===== src/include/rv_params.svh =====
`ifndef RV_PARAMS_SVH
`define RV_PARAMS_SVH

// ======================================================================
// datapath widths
// ======================================================================
`define RV_XLEN       32
`define RV_REG_IDX_W  5
`define RV_SHAMT_W    5
`define RV_RESET_PC   32'h0000_0000

// base opcodes, instr[6:0]
`define RV_OP_LUI     7'b0110111
`define RV_OP_AUIPC   7'b0010111
`define RV_OP_JAL     7'b1101111
`define RV_OP_JALR    7'b1100111
`define RV_OP_BRANCH  7'b1100011
`define RV_OP_LOAD    7'b0000011
`define RV_OP_STORE   7'b0100011
`define RV_OP_ALUI    7'b0010011
`define RV_OP_ALU     7'b0110011

`endif


===== src/rtl/rv_pkg.sv =====
`include "rv_params.svh"

package rv_pkg;

    typedef logic [`RV_XLEN-1:0]      word_t;
    typedef logic [`RV_REG_IDX_W-1:0] reg_idx_t;

    // decoded instruction class
    typedef enum logic [3:0] {
        GRP_LUI,
        GRP_AUIPC,
        GRP_JAL,
        GRP_JALR,
        GRP_BRANCH,
        GRP_LOAD,
        GRP_STORE,
        GRP_ALUI,
        GRP_ALU,
        GRP_NOP
    } instr_group_e;

    typedef enum logic [3:0] {
        ALU_ADD,
        ALU_SUB,
        ALU_XOR,
        ALU_OR,
        ALU_AND,
        ALU_SLT,
        ALU_SLTU,
        ALU_SLL,
        ALU_SRL,
        ALU_SRA
    } alu_op_e;

    typedef enum logic [1:0] {
        BUS_READ32,
        BUS_WRITE8,
        BUS_WRITE16,
        BUS_WRITE32
    } bus_len_e;

    // sequencing states of cpu_control
    typedef enum logic [2:0] {
        ST_FETCH,
        ST_FETCH_WAIT,
        ST_EXEC,
        ST_MEM,
        ST_ALU,
        ST_WRITE,
        ST_PC
    } ctrl_state_e;

endpackage


===== src/rtl/alu.sv =====
`timescale 1ns/1ps
`include "rv_params.svh"

module alu (
    input  logic            clk_1s,
    input  logic            rst,
    input  logic            start,
    input  rv_pkg::alu_op_e op,
    input  rv_pkg::word_t   src_a,
    input  rv_pkg::word_t   src_b,
    output rv_pkg::word_t   result,
    output logic            done
);
    import rv_pkg::*;

    alu_op_e                op_q;
    logic                   busy;
    logic [`RV_SHAMT_W-1:0] count;
    logic [`RV_SHAMT_W-1:0] shamt;
    logic                   is_shift;
    word_t                  quick;
    word_t                  shifted;

    assign shamt    = src_b[`RV_SHAMT_W-1:0];
    assign is_shift = (op == ALU_SLL) || (op == ALU_SRL) || (op == ALU_SRA);

    // single-cycle operations
    always_comb begin
        case (op)
            ALU_ADD:  quick = src_a + src_b;
            ALU_SUB:  quick = src_a - src_b;
            ALU_XOR:  quick = src_a ^ src_b;
            ALU_OR:   quick = src_a | src_b;
            ALU_AND:  quick = src_a & src_b;
            ALU_SLT:  quick = word_t'($signed(src_a) < $signed(src_b));
            ALU_SLTU: quick = word_t'(src_a < src_b);
            default:  quick = src_a;
        endcase
    end

    // one bit position per step
    always_comb begin
        case (op_q)
            ALU_SLL: shifted = {result[`RV_XLEN-2:0], 1'b0};
            ALU_SRA: shifted = {result[`RV_XLEN-1], result[`RV_XLEN-1:1]};
            default: shifted = {1'b0, result[`RV_XLEN-1:1]};
        endcase
    end

    always_ff @(posedge clk_1s) begin
        if (rst) begin
            busy  <= 1'b0;
            done  <= 1'b0;
            count <= '0;
        end else begin
            done <= 1'b0;
            if (start) begin
                op_q   <= op;
                count  <= shamt;
                result <= is_shift ? src_a : quick;
                busy   <= is_shift && (shamt != '0);
                done   <= !is_shift || (shamt == '0);
            end else if (busy) begin
                result <= shifted;
                count  <= count - 1'b1;
                if (count == 1) begin
                    busy <= 1'b0;
                    done <= 1'b1;
                end
            end
        end
    end

endmodule


===== src/rtl/cpu_control.sv =====
`timescale 1ns/1ps
`include "rv_params.svh"

module cpu_control (
    input  logic                 clk_1s,
    input  logic                 rst,
    output rv_pkg::word_t        instr,
    input  rv_pkg::instr_group_e group,
    input  logic [2:0]           funct3,
    input  logic                 alt,
    input  rv_pkg::word_t        imm,
    input  rv_pkg::word_t        rs1_data,
    input  rv_pkg::word_t        rs2_data,
    output logic                 rd_wen,
    output rv_pkg::word_t        rd_data,
    output rv_pkg::alu_op_e      alu_op,
    output rv_pkg::word_t        alu_a,
    output rv_pkg::word_t        alu_b,
    output logic                 alu_start,
    input  rv_pkg::word_t        alu_result,
    input  logic                 alu_done,
    input  rv_pkg::bus_len_e     store_len,
    input  rv_pkg::word_t        store_data,
    input  rv_pkg::word_t        load_data,
    output rv_pkg::word_t        bus_address,
    output rv_pkg::word_t        bus_wdata,
    output rv_pkg::bus_len_e     bus_len,
    output logic                 bus_en,
    input  logic                 bus_ready,
    input  rv_pkg::word_t        bus_rdata
);
    import rv_pkg::*;

    ctrl_state_e state;
    word_t       pc;
    word_t       next_pc;
    word_t       pc_plus4;
    word_t       mem_addr;
    word_t       operand;
    alu_op_e     op_sel;
    logic        is_shift;
    logic        take_branch;

    assign pc_plus4 = pc + 32'd4;
    assign mem_addr = rs1_data + imm;
    assign is_shift = (funct3 == 3'b001) || (funct3 == 3'b101);
    assign operand  = (group == GRP_ALU) ? rs2_data : imm;

    always_comb begin
        case (funct3)
            3'b000:  op_sel = alt ? ALU_SUB : ALU_ADD;
            3'b001:  op_sel = ALU_SLL;
            3'b010:  op_sel = ALU_SLT;
            3'b011:  op_sel = ALU_SLTU;
            3'b100:  op_sel = ALU_XOR;
            3'b101:  op_sel = alt ? ALU_SRA : ALU_SRL;
            3'b110:  op_sel = ALU_OR;
            default: op_sel = ALU_AND;
        endcase
    end

    always_comb begin
        case (funct3)
            3'b000:  take_branch = (rs1_data == rs2_data);
            3'b001:  take_branch = (rs1_data != rs2_data);
            3'b100:  take_branch = ($signed(rs1_data) < $signed(rs2_data));
            3'b101:  take_branch = ($signed(rs1_data) >= $signed(rs2_data));
            3'b110:  take_branch = (rs1_data < rs2_data);
            3'b111:  take_branch = (rs1_data >= rs2_data);
            default: take_branch = 1'b0;
        endcase
    end

    // ==================================================================
    // instruction sequencing
    // ==================================================================
    always_ff @(posedge clk_1s) begin
        if (rst) begin
            state     <= ST_FETCH;
            pc        <= `RV_RESET_PC;
            bus_en    <= 1'b0;
            rd_wen    <= 1'b0;
            alu_start <= 1'b0;
        end else begin
            bus_en    <= 1'b0;
            rd_wen    <= 1'b0;
            alu_start <= 1'b0;
            case (state)
                ST_FETCH: begin
                    bus_address <= pc;
                    bus_len     <= BUS_READ32;
                    bus_en      <= 1'b1;
                    state       <= ST_FETCH_WAIT;
                end
                ST_FETCH_WAIT: begin
                    if (bus_ready) begin
                        instr <= bus_rdata;
                        state <= ST_EXEC;
                    end
                end
                ST_EXEC: begin
                    next_pc <= pc_plus4;
                    case (group)
                        GRP_LUI, GRP_AUIPC: begin
                            rd_data <= (group == GRP_LUI) ? imm : pc + imm;
                            rd_wen  <= 1'b1;
                            state   <= ST_WRITE;
                        end
                        GRP_JAL, GRP_JALR: begin
                            rd_data <= pc_plus4;
                            rd_wen  <= 1'b1;
                            // jalr target drops bit 0
                            next_pc <= (group == GRP_JAL) ? pc + imm
                                                          : {mem_addr[`RV_XLEN-1:1], 1'b0};
                            state   <= ST_WRITE;
                        end
                        GRP_BRANCH: begin
                            if (take_branch) begin
                                next_pc <= pc + imm;
                            end
                            state <= ST_PC;
                        end
                        GRP_LOAD, GRP_STORE: begin
                            bus_address <= mem_addr;
                            bus_len     <= (group == GRP_LOAD) ? BUS_READ32 : store_len;
                            bus_wdata   <= store_data;
                            bus_en      <= 1'b1;
                            state       <= ST_MEM;
                        end
                        GRP_ALU, GRP_ALUI: begin
                            alu_a     <= rs1_data;
                            alu_b     <= is_shift ? word_t'(operand[`RV_SHAMT_W-1:0]) : operand;
                            alu_op    <= op_sel;
                            alu_start <= 1'b1;
                            state     <= ST_ALU;
                        end
                        default: begin
                            state <= ST_PC;
                        end
                    endcase
                end
                ST_MEM: begin
                    if (bus_ready) begin
                        if (group == GRP_LOAD) begin
                            rd_data <= load_data;
                            rd_wen  <= 1'b1;
                            state   <= ST_WRITE;
                        end else begin
                            state <= ST_PC;
                        end
                    end
                end
                ST_ALU: begin
                    if (alu_done) begin
                        rd_data <= alu_result;
                        rd_wen  <= 1'b1;
                        state   <= ST_WRITE;
                    end
                end
                ST_WRITE: begin
                    state <= ST_PC;
                end
                ST_PC: begin
                    pc    <= next_pc;
                    state <= ST_FETCH;
                end
                default: begin
                    state <= ST_FETCH;
                end
            endcase
        end
    end

endmodule


===== src/rtl/instr_decoder.sv =====
`timescale 1ns/1ps
`include "rv_params.svh"

module instr_decoder (
    input  rv_pkg::word_t        instr,
    output rv_pkg::instr_group_e group,
    output logic [2:0]           funct3,
    output logic                 alt,
    output rv_pkg::reg_idx_t     rs1_idx,
    output rv_pkg::reg_idx_t     rs2_idx,
    output rv_pkg::reg_idx_t     rd_idx,
    output rv_pkg::word_t        imm
);
    import rv_pkg::*;

    word_t imm_i;
    word_t imm_s;
    word_t imm_b;
    word_t imm_u;
    word_t imm_j;

    assign funct3  = instr[14:12];
    assign rs1_idx = instr[19:15];
    assign rs2_idx = instr[24:20];
    assign rd_idx  = instr[11:7];

    // ==================================================================
    // immediate formats
    // ==================================================================
    assign imm_i = {{20{instr[31]}}, instr[31:20]};
    assign imm_s = {{20{instr[31]}}, instr[31:25], instr[11:7]};
    assign imm_b = {{19{instr[31]}}, instr[31], instr[7], instr[30:25], instr[11:8], 1'b0};
    assign imm_u = {instr[31:12], 12'b0};
    assign imm_j = {{11{instr[31]}}, instr[31], instr[19:12], instr[20], instr[30:21], 1'b0};

    always_comb begin
        case (instr[6:0])
            `RV_OP_LUI:    group = GRP_LUI;
            `RV_OP_AUIPC:  group = GRP_AUIPC;
            `RV_OP_JAL:    group = GRP_JAL;
            `RV_OP_JALR:   group = GRP_JALR;
            `RV_OP_BRANCH: group = GRP_BRANCH;
            `RV_OP_LOAD:   group = GRP_LOAD;
            `RV_OP_STORE:  group = GRP_STORE;
            `RV_OP_ALUI:   group = GRP_ALUI;
            `RV_OP_ALU:    group = GRP_ALU;
            // fence, system and unknown words
            default:       group = GRP_NOP;
        endcase
    end

    always_comb begin
        case (group)
            GRP_LUI, GRP_AUIPC:           imm = imm_u;
            GRP_JAL:                      imm = imm_j;
            GRP_BRANCH:                   imm = imm_b;
            GRP_STORE:                    imm = imm_s;
            GRP_JALR, GRP_LOAD, GRP_ALUI: imm = imm_i;
            default:                      imm = '0;
        endcase
    end

    // sub/sra select, only srai among the immediate forms
    always_comb begin
        if (group == GRP_ALU) begin
            alt = instr[30];
        end else if (group == GRP_ALUI && funct3 == 3'b101) begin
            alt = instr[30];
        end else begin
            alt = 1'b0;
        end
    end

endmodule


===== src/rtl/load_store_unit.sv =====
`timescale 1ns/1ps

module load_store_unit (
    input  logic [2:0]       funct3,
    input  rv_pkg::word_t    rs2_data,
    input  rv_pkg::word_t    bus_rdata,
    output rv_pkg::bus_len_e store_len,
    output rv_pkg::word_t    store_data,
    output rv_pkg::word_t    load_data
);
    import rv_pkg::*;

    // ==================================================================
    // store side
    // ==================================================================
    always_comb begin
        case (funct3[1:0])
            2'b00: begin
                store_len  = BUS_WRITE8;
                store_data = {24'b0, rs2_data[7:0]};
            end
            2'b01: begin
                store_len  = BUS_WRITE16;
                store_data = {16'b0, rs2_data[15:0]};
            end
            default: begin
                store_len  = BUS_WRITE32;
                store_data = rs2_data;
            end
        endcase
    end

    // ==================================================================
    // load side, byte at the address sits in the low lane
    // ==================================================================
    always_comb begin
        case (funct3)
            3'b000:  load_data = {{24{bus_rdata[7]}}, bus_rdata[7:0]};
            3'b001:  load_data = {{16{bus_rdata[15]}}, bus_rdata[15:0]};
            3'b100:  load_data = {24'b0, bus_rdata[7:0]};
            3'b101:  load_data = {16'b0, bus_rdata[15:0]};
            default: load_data = bus_rdata;
        endcase
    end

endmodule


===== src/rtl/reg_file.sv =====
`timescale 1ns/1ps

module reg_file (
    input  logic             clk_1s,
    input  logic             rst,
    input  rv_pkg::reg_idx_t rs1_idx,
    input  rv_pkg::reg_idx_t rs2_idx,
    input  rv_pkg::reg_idx_t rd_idx,
    input  logic             rd_wen,
    input  rv_pkg::word_t    rd_data,
    output rv_pkg::word_t    rs1_data,
    output rv_pkg::word_t    rs2_data
);
    import rv_pkg::*;

    // x1..x31, x0 has no storage
    word_t regs [1:31];

    always_ff @(posedge clk_1s) begin
        if (rst) begin
            for (int i = 1; i < 32; i++) begin
                regs[i] <= '0;
            end
        end else if (rd_wen && rd_idx != '0) begin
            regs[rd_idx] <= rd_data;
        end
    end

    assign rs1_data = (rs1_idx == '0) ? '0 : regs[rs1_idx];
    assign rs2_data = (rs2_idx == '0) ? '0 : regs[rs2_idx];

endmodule


===== src/rtl/rv_core.sv =====
`timescale 1ns/1ps

module rv_core (
    input  logic             clk_1s,
    input  logic             rst,
    output rv_pkg::word_t    bus_address,
    output rv_pkg::word_t    bus_wdata,
    output rv_pkg::bus_len_e bus_len,
    output logic             bus_en,
    input  logic             bus_ready,
    input  rv_pkg::word_t    bus_rdata
);
    import rv_pkg::*;

    // decoder
    word_t        instr;
    instr_group_e group;
    logic [2:0]   funct3;
    logic         alt;
    word_t        imm;
    reg_idx_t     rs1_idx;
    reg_idx_t     rs2_idx;
    reg_idx_t     rd_idx;

    // register file
    word_t rs1_data;
    word_t rs2_data;
    logic  rd_wen;
    word_t rd_data;

    // alu
    alu_op_e alu_op;
    word_t   alu_a;
    word_t   alu_b;
    logic    alu_start;
    word_t   alu_result;
    logic    alu_done;

    // load/store lanes
    bus_len_e store_len;
    word_t    store_data;
    word_t    load_data;

    cpu_control control_inst (.*);

    instr_decoder decoder_inst (.*);

    reg_file reg_file_inst (.*);

    alu alu_inst (
        .clk_1s (clk_1s),
        .rst    (rst),
        .start  (alu_start),
        .op     (alu_op),
        .src_a  (alu_a),
        .src_b  (alu_b),
        .result (alu_result),
        .done   (alu_done)
    );

    load_store_unit lsu_inst (.*);

endmodule


===== config.mk =====
export PLATFORM = sky130hd
export DESIGN_NAME = rv_core
export DESIGN_NICKNAME = d
export VERILOG_FILES = /design/src/rtl/rv_pkg.sv /design/src/rtl/alu.sv /design/src/rtl/cpu_control.sv /design/src/rtl/instr_decoder.sv /design/src/rtl/load_store_unit.sv /design/src/rtl/reg_file.sv /design/src/rtl/rv_core.sv
export VERILOG_INCLUDE_DIRS = /design/src /design/src/include
export SDC_FILE = /design/constraint.sdc
export NUM_CORES = 2
export LEC_CHECK = 0
export BUFFER_PORTS_ARGS = -buffer_cell sky130_fd_sc_hd__clkbuf_2
export CAP_MARGIN = 20
export CORE_AREA = 2 2 516 518
export CTS_CLUSTER_DIAMETER = 200
export CTS_CLUSTER_SIZE = 14
export DETAILED_ROUTE_END_ITERATION = 6
export DIE_AREA = 0 0 518 520
export SYNTH_ARGS = -nofsm -noshare
export SYNTH_HDL_FRONTEND = slang
export SYNTH_HIERARCHICAL = 1
export SYNTH_SLANG_ARGS = --single-unit

===== constraint.sdc =====
create_clock -name clk_1s -period 10.45 [get_ports clk_1s]
set_clock_uncertainty 0.05 [all_clocks]
set_input_delay 1.045 -clock clk_1s [delete_from_list [all_inputs] [get_ports clk_1s]]
set_output_delay 1.045 -clock clk_1s [all_outputs]
set_load 0.01 [all_outputs]

== After elaboration in Yosys (flattened, before gate mapping) ==
Memories as Yosys holds them, arrays and structs flattened. A register that Yosys moved wholly into a read port is not among the register bits.
Index checks and enable logic that the tools add are counted.

* Bits in registers: 311
* Bits in latches: 0
* Bits in writable memories: 992
* Memory bits (read-only): 0
* Input bits: 35
* Output and inout port bits: 67
* Logic and storage cells: 195
* Memories: 1

{| class="wikitable"
|+ Memories
! memory !! words !! bits a word !! rd ports !! clocked after memory_dff !! write ports !! line !! text
|-
| reg_file_inst.regs || 31 || 32 || 2 || 2 || 31 || reg_file.sv:17 || <nowiki>word_t regs [1:31];</nowiki>
|}

* Add/subtract/negate cells: 6
* Multiply operators: 0
* Div/mod/pow operators: 0
* Magnitude comparators: 6
* Equal/unequal tests: 52
* Shift operators: 0
* Muxes and demuxes: 65
* Bitwise logic cells: 5
* Reduce and logical (&&, ||, !) cells: 39

{| class="wikitable"
|+ Operators by type and width
! cell !! number
|-
| two-way mux 32 bit || 14
|-
| case mux 32 bit (2 select lines) || 5
|-
| case mux 32 bit (7 select lines) || 1
|-
| case mux 32 bit (5 select lines) || 1
|-
| less-than comparator 32 bit || 4
|-
| case mux 32 bit (4 select lines) || 1
|-
| adder 32 bit || 3
|-
| case mux 32 bit (3 select lines) || 1
|-
| greater-or-equal comparator 32 bit || 2
|-
| equality test 4 x 3 -> 1 bit (second input constant) || 9
|-
| case mux 4 bit (9 select lines) || 1
|-
| adder 32 x 3 -> 32 bit (second input constant) || 1
|-
| AND 32 bit || 1
|-
| equality test 32 bit || 1
|-
| inequality test 32 bit || 1
|-
| bitwise OR 32 bit || 1
|-
| OR reduction 32 bit || 1
|-
| subtractor 32 bit || 1
|-
| XOR 32 bit || 1
|-
| case mux 4 bit (7 select lines) || 1
|-
| two-way mux 5 bit || 5
|-
| two-way mux 1 bit || 22
|-
| equality test 3 bit (second input constant) || 7
|-
| equality test 7 x 6 -> 1 bit (second input constant) || 3
|-
| other kinds (39) || 85
|}

== Depth between registers and ports, before layout ==
* Depth after elaboration: 9
* Mapped depth: 24
* Depth with buffers taken out: 16

== Modules after synthesis ==
Netlist, hierarchy kept.

{| class="wikitable"
|+ By module, submodules not included
! module !! instances !! cells an instance !! area an instance (um2)
|-
| reg_file || 1 || 3501 || 54244.5
|-
| cpu_control || 1 || 1498 || 15269.6
|-
| alu || 1 || 1053 || 7821.3
|-
| instr_decoder || 1 || 111 || 827.0
|-
| load_store_unit || 1 || 94 || 589.3
|}

== Worst setup path before layout ==
Ideal clock, no wire load.

* Path type: reg2reg
* From: reg control_inst.instr[6]
* To: reg control_inst.bus_address[0], enable pin
* Data arrival time: 7.181 ns
* Required time: 9.790 ns
* Path slack: 2.609 ns
* Stages on the path, launching flop included: 10
* Buffers on the path: 2
* Cell sequence: edfxtp_1 buf_2 and2_1 a21oi_1 o22ai_1 nand3_1 clkbuf_1 xor2_1 nand2_1 a2111oi_0

* Word-level cells in the longest chain between the ends: 6
* Elaborated cells on any way between the ends: 15

{| class="wikitable"
|+ RTL lines
! what !! line !! text
|-
| start: declaration || cpu_control.sv:7 || <nowiki>output rv_pkg::word_t instr,</nowiki>
|-
| start signal: assignment || cpu_control.sv:97 || <nowiki>instr <= bus_rdata;</nowiki>
|-
| equality test 7 x 6 -> 1 bit, or another cell as far along || instr_decoder.sv:37 || <nowiki>case (instr[6:0])</nowiki>
|-
| case mux 4 bit (9 select lines) (*) || instr_decoder.sv:37 ||
|-
| via group[0] || rv_core.sv:17 || <nowiki>instr_group_e group;</nowiki>
|-
| equality test 4 x 3 -> 1 bit || cpu_control.sv:103 || <nowiki>case (group)</nowiki>
|-
| OR reduction 2 bit (*) || cpu_control.sv:103 ||
|-
| inequality test 2 bit (no line) (*) || -- ||
|-
| AND reduction 3 bit (no line) (*) || -- ||
|-
| end signal: assignment || cpu_control.sv:90 || <nowiki>bus_address <= pc;</nowiki>
|-
| end signal: assignment || cpu_control.sv:124 || <nowiki>bus_address <= mem_addr;</nowiki>
|-
| end: declaration || cpu_control.sv:25 || <nowiki>output rv_pkg::word_t bus_address,</nowiki>
|}

Mark *: on every way through the listed nets, which the timed path passes. The rest lies on a longest branch.
A chain may end at the register's enable or synchronous reset.

== Worst setup path after layout ==
* From: reg control_inst.instr[23]
* To: reg control_inst.next_pc[21], data pin

* Word-level cells in the longest chain between the ends: 6
* Elaborated cells on any way between the ends: 15

{| class="wikitable"
|+ RTL lines
! what !! line !! text
|-
| logical NOT 5 bit (*) || reg_file.sv:30 || <nowiki>assign rs2_data = (rs2_idx == '0) ? '0 : regs[rs2_idx];</nowiki>
|-
| two-way mux 32 bit (*) || reg_file.sv:30 ||
|-
| via rs2_data[21] || rv_core.sv:27 || <nowiki>word_t rs2_data;</nowiki>
|-
| greater-or-equal comparator 32 bit, or another cell as far along || cpu_control.sv:69 || <nowiki>3'b111: take_branch = (rs1_data >= rs2_data);</nowiki>
|-
| case mux 1 bit (6 select lines) (*) || cpu_control.sv:63 || <nowiki>case (funct3)</nowiki>
|-
| two-way mux 32 bit (*) || cpu_control.sv:118 || <nowiki>if (take_branch) begin</nowiki>
|-
| case mux 32 bit (2 select lines) (*) || cpu_control.sv:103 ||
|-
| end signal: assignment || cpu_control.sv:102 || <nowiki>next_pc <= pc_plus4;</nowiki>
|-
| end signal: assignment || cpu_control.sv:113 || <nowiki>next_pc <= (group == GRP_JAL) ? pc + imm</nowiki>
|-
| end signal: assignment || cpu_control.sv:119 || <nowiki>next_pc <= pc + imm;</nowiki>
|-
| end: declaration || cpu_control.sv:36 || <nowiki>word_t next_pc;</nowiki>
|}

Marked as above.

==> results by group <==
Route
  – Routed Antenna Nets: 0
  – 1st-iter DRT viols: 8635
  – Vias: 57643
  – Met1 Wirelength: 116000 um
  – Via density per instance: 5.92
  – Top Metal Used: met5
  – Routed WL: 315000 um
  – Met3 Wirelength: 37700 um
  – Met2 WL: 140000 um
  – Post-route DRC violation count: 1
  – Drt wl/cell: 32.4 um
  – Drt pass-1 iters: 7

Power
  – Switching fraction of total power: 28.3%
  – PwrDens: 138 mW/mm^2
  – Clock power frac: 32.6%
  – Max IR drop VDD: 0.138 mV
  – Total power: 11.9 mW
  – Int Power: 8.54 mW
  – Flop pwr share: 52.7%
  – Combinational power share: 14.7%
  – P_sw: 3.37 mW
  – Leak: 31.0 nW

Synth
  – Post-Synth XOR/XNOR Area: 1.22%
  – Adder-Cell Fraction of Synth Area: 3.45%
  – Distinct cells, synth: 111
  – Post-Synth Simple-Gate Area: 14.2%
  – Ys async rst share: 0%
  – Synthesized area per cell: 12.6 um^2
  – Synth warnings: 6
  – Number of synthesized flops with an enable pin: 1290
  – Synth Area in Compound Gates: 10.0%
  – Main combinational cell family by area after synthesis: multiplexers
  – Syn Inst Count: 6257
  – Multiplexer share of the synthesized area: 16.5%
  – Part of the Yosys area used for sequential elements: 50.3%
  – Mapped cell area: 0.0788 mm^2
  – Flops & latches, synth: 1335
  – Ys flop type: edfxtp_1

Final layout
  – Share of cells above drive strength 1: 17.9%
  – Fin area: 0.0864 mm^2
  – Most common cell after layout, fill and taps aside: edfxtp_1
  – Final nets: 6396
  – Area Growth Syn to Fin: 9.74%
  – Fillers: 25961
  – Fin util: 32.7%
  – Final non-filler cell total: 9731
  – Most frequent cells in the layout: 1290 x edfxtp_1, 1042 x and2_1, 472 x mux4_2, 338 x nand2_1, 280 x a21oi_1

Floorplan
  – Initial core utilization: 29.8%
  – I/O pin count: 102
  – Core area: 0.264 mm^2
  – Die width: 518 um
  – Full die area: 0.269 mm^2
  – Die Y: 520 um
  – Std-Cell Rows: 189

GRT
  – Grt ovf: 0
  – Antenna violations before repair: 44
  – Global-route wire length before repair: 436000 um
  – Largest net degree at the start of global routing: 95
  – Total GRT Usage: 22.6%
  – Number of global-route vias before repair: 54945

Clock tree
  – Post-CTS Resized: 0
  – H-tree levels: 3
  – Max Buffers Root-to-Sink: 3
  – CTS buffer count: 105
  – Clk root buf: clkbuf_16
  – Hold buffers post-CTS: 0
  – Clk slew on worst S/H paths: 0.08 ns
  – CTS tree: done
  – Postcts setup bufs: 0
  – Worst skew pair latency: 0.84 ns
  – CTS sink cnt: 1335

Critical path
  – Worst setup EP type: flip-flop
  – Crit-path max cell delay: 0.89 ns
  – Crit path cell chain: buf_4 -> and2_2 -> buf_4 -> a221oi_1 -> o21ai_1 -> nor4b_1 -> buf_4 -> inv_1 -> ha_1 -> nand4_1 -> nor4_2 -> o21ai_0 -> a31oi_1 -> nor3_1 -> nor3b_1 -> nor3_1 -> a21boi_4 -> or2_2 -> o221ai_1
  – Worst Setup SP: control_inst/instr[23]
  – Cell mode on critical path: buf_4
  – Critical R2R Capture: control_inst/next_pc[21]
  – R2r startpoint: control_inst/instr[23]
  – Crit path to: control_inst/next_pc[21]
  – Worst reg-to-reg path cell count: 19
  – R2r setup slk: 2.56 ns
  – Crit start category: flip-flop
  – Crit-path max FO: 32
  – WS Path Type: flip-flop to flip-flop
  – Required @ worst endpoint: 10.89 ns
  – Worst path slowest cell: a21boi_4
  – Critical Path AT: 8.32 ns

STA
  – WHS: 0.449 ns
  – Setup tns final: 0 ns
  – Slew margin rel.: 10.2%
  – RSZ-0062 raised after global routing: false
  – Max Transition Viols Final: 0
  – Tmin final: 7.89 ns
  – F_max: 127 MHz
  – Hold Fails Final Rpt: 0
  – Least-Margin Pin Slew: 1.34 ns
  – Final worst-path cycle share: 75.5%
  – Setup ws final: 2.56 ns
  – Final setup viols: 0

Placed design
  – Placed insts: 9564
  – Cell Area, Placed: 0.0832 mm^2
  – Post-Place Setup Slack: 2.89 ns
  – RD Place Congestion: 0.981
  – DP HPWL: 210000 um
  – Port buffer count: 101

Hold path
  – Type of the most critical hold path: flip-flop to flip-flop

Run
  – Max Cap Viol: 0

Status
  – Failing checks: DRC
  – Status: finished with violations
==> registers in the layout, indices dropped and copies added, names as in the netlist, 32 cells and up <==
register and flops:
alu_inst/result 32, control_inst/alu_a 32, control_inst/alu_b 32, control_inst/bus_address 32, control_inst/bus_wdata 32, control_inst/instr 32
control_inst/next_pc 32, control_inst/pc 32, control_inst/rd_data 32, reg_file_inst/regs 1024
==> critical path: cells and delay by family, from the launching register on <==
kind | cells | cell delay, ns
AOI/OAI and AO/OA | 6 | 2.02
and+or+nand+nor | 8 | 3.12
adders and majority gates | 1 | 0.28
buffers and inverters | 4 | 1.37
DFF | 1 | 0.69
==> cells in the mapped netlist, types with 21 or more instances <==
| cell type | number | area [um^2] |
|---|---|---|
| o21ai_0 | 164 | 821 |
| and2_1 | 1043 | 6530 |
| a31oi_1 | 33 | 206 |
| nor2_1 | 203 | 762 |
| o21ai_1 | 37 | 185 |
| nand2_1 | 338 | 1270 |
| nand2b_1 | 32 | 200 |
| xnor2_1 | 67 | 587 |
| dfxtp_1 | 45 | 901 |
| clkbuf_1 | 377 | 1420 |
| xor2_1 | 43 | 377 |
| ha_1 | 210 | 2630 |
| buf_1 | 28 | 105 |
| or2_2 | 41 | 257 |
| a22oi_1 | 32 | 240 |
| a2111oi_1 | 41 | 410 |
| a21o_1 | 58 | 435 |
| and3_1 | 28 | 175 |
| o22ai_1 | 114 | 713 |
| o21bai_1 | 21 | 158 |
| o211ai_1 | 25 | 188 |
| nor3_1 | 107 | 536 |
| buf_6 | 30 | 338 |
| edfxtp_1 | 1290 | 38700 |
| nand4_1 | 33 | 206 |
| mux4_2 | 472 | 10600 |
| mux2_2 | 52 | 586 |
| mux2i_1 | 178 | 1780 |
| nand3_1 | 52 | 260 |
| inv_1 | 166 | 623 |
| nor2b_1 | 37 | 231 |
| a22o_1 | 57 | 499 |
| a211oi_1 | 55 | 413 |
| buf_2 | 56 | 280 |
| buf_4 | 76 | 571 |
| o221ai_1 | 31 | 272 |
| a21oi_1 | 281 | 1410 |
==> routing by layer <==
| metal | up-vias | GRT usage (%) |
|---|---|---|
| met5 | - | 0 |
| met4 | 26 | 12.3 |
| met3 | 815 | 5.54 |
| met2 | 4119 | 35.1 |
| met1 | 29339 | 29.0 |
| li1 | 23344 | - |
==> power groups by stage <==
stage	combinational (mW)	clock [mW]	sequential [mW]
2_1_floorplan	0.986	0	6.30
3_3_place_gp	1.63	0	6.41
3_5_place_dp	1.67	0	6.40
4_1_cts	1.68	3.92	6.29
5_1_grt	1.80	4.09	6.29
6_report	1.75	3.88	6.28
==> worst min path at each step <==
stage                                        start                   to  slack [ns]  cells after the start
after floorplan             control_inst/alu_op[0]     alu_inst/op_q[0]        0.37                      0
after global placement     control_inst/next_pc[8]   control_inst/pc[8]        0.43                      2
after detailed placement        control_inst/pc[0]   control_inst/pc[0]        0.44                      2
after CTS                 control_inst/next_pc[29]  control_inst/pc[29]        0.44                      2
after global routing            control_inst/pc[0]   control_inst/pc[0]        0.48                      2
final                           control_inst/pc[0]   control_inst/pc[0]        0.45                      2
==> layout make-up <==
class / count / area [um^2] / area share [%]
diodes: 8 / 20.0 / 0.0232
clock buffers: 143 / 2790 / 3.23
clock inverters: 7 / 154 / 0.178
inverters: 168 / 631 / 0.730
multi-input cells: 4216 / 36200 / 41.9
flip-flops and latches: 1335 / 39600 / 45.9
well taps: 3533 / 4420 / 5.12
repair buffers: 321 / 2540 / 2.94
==> cell families after synthesis <==
| logic type | after synthesis |
|---|---|
| and+or+nand+nor | 2003 |
| DFF | 1335 |
| AOI/OAI and AO/OA | 1154 |
| buffers and inverters | 737 |
| muxes | 702 |
| adders and majority gates | 215 |
| xor gates and xnor gates | 110 |
| other | 1 |
No activity file was read; power rests on OpenSTA's default activity.
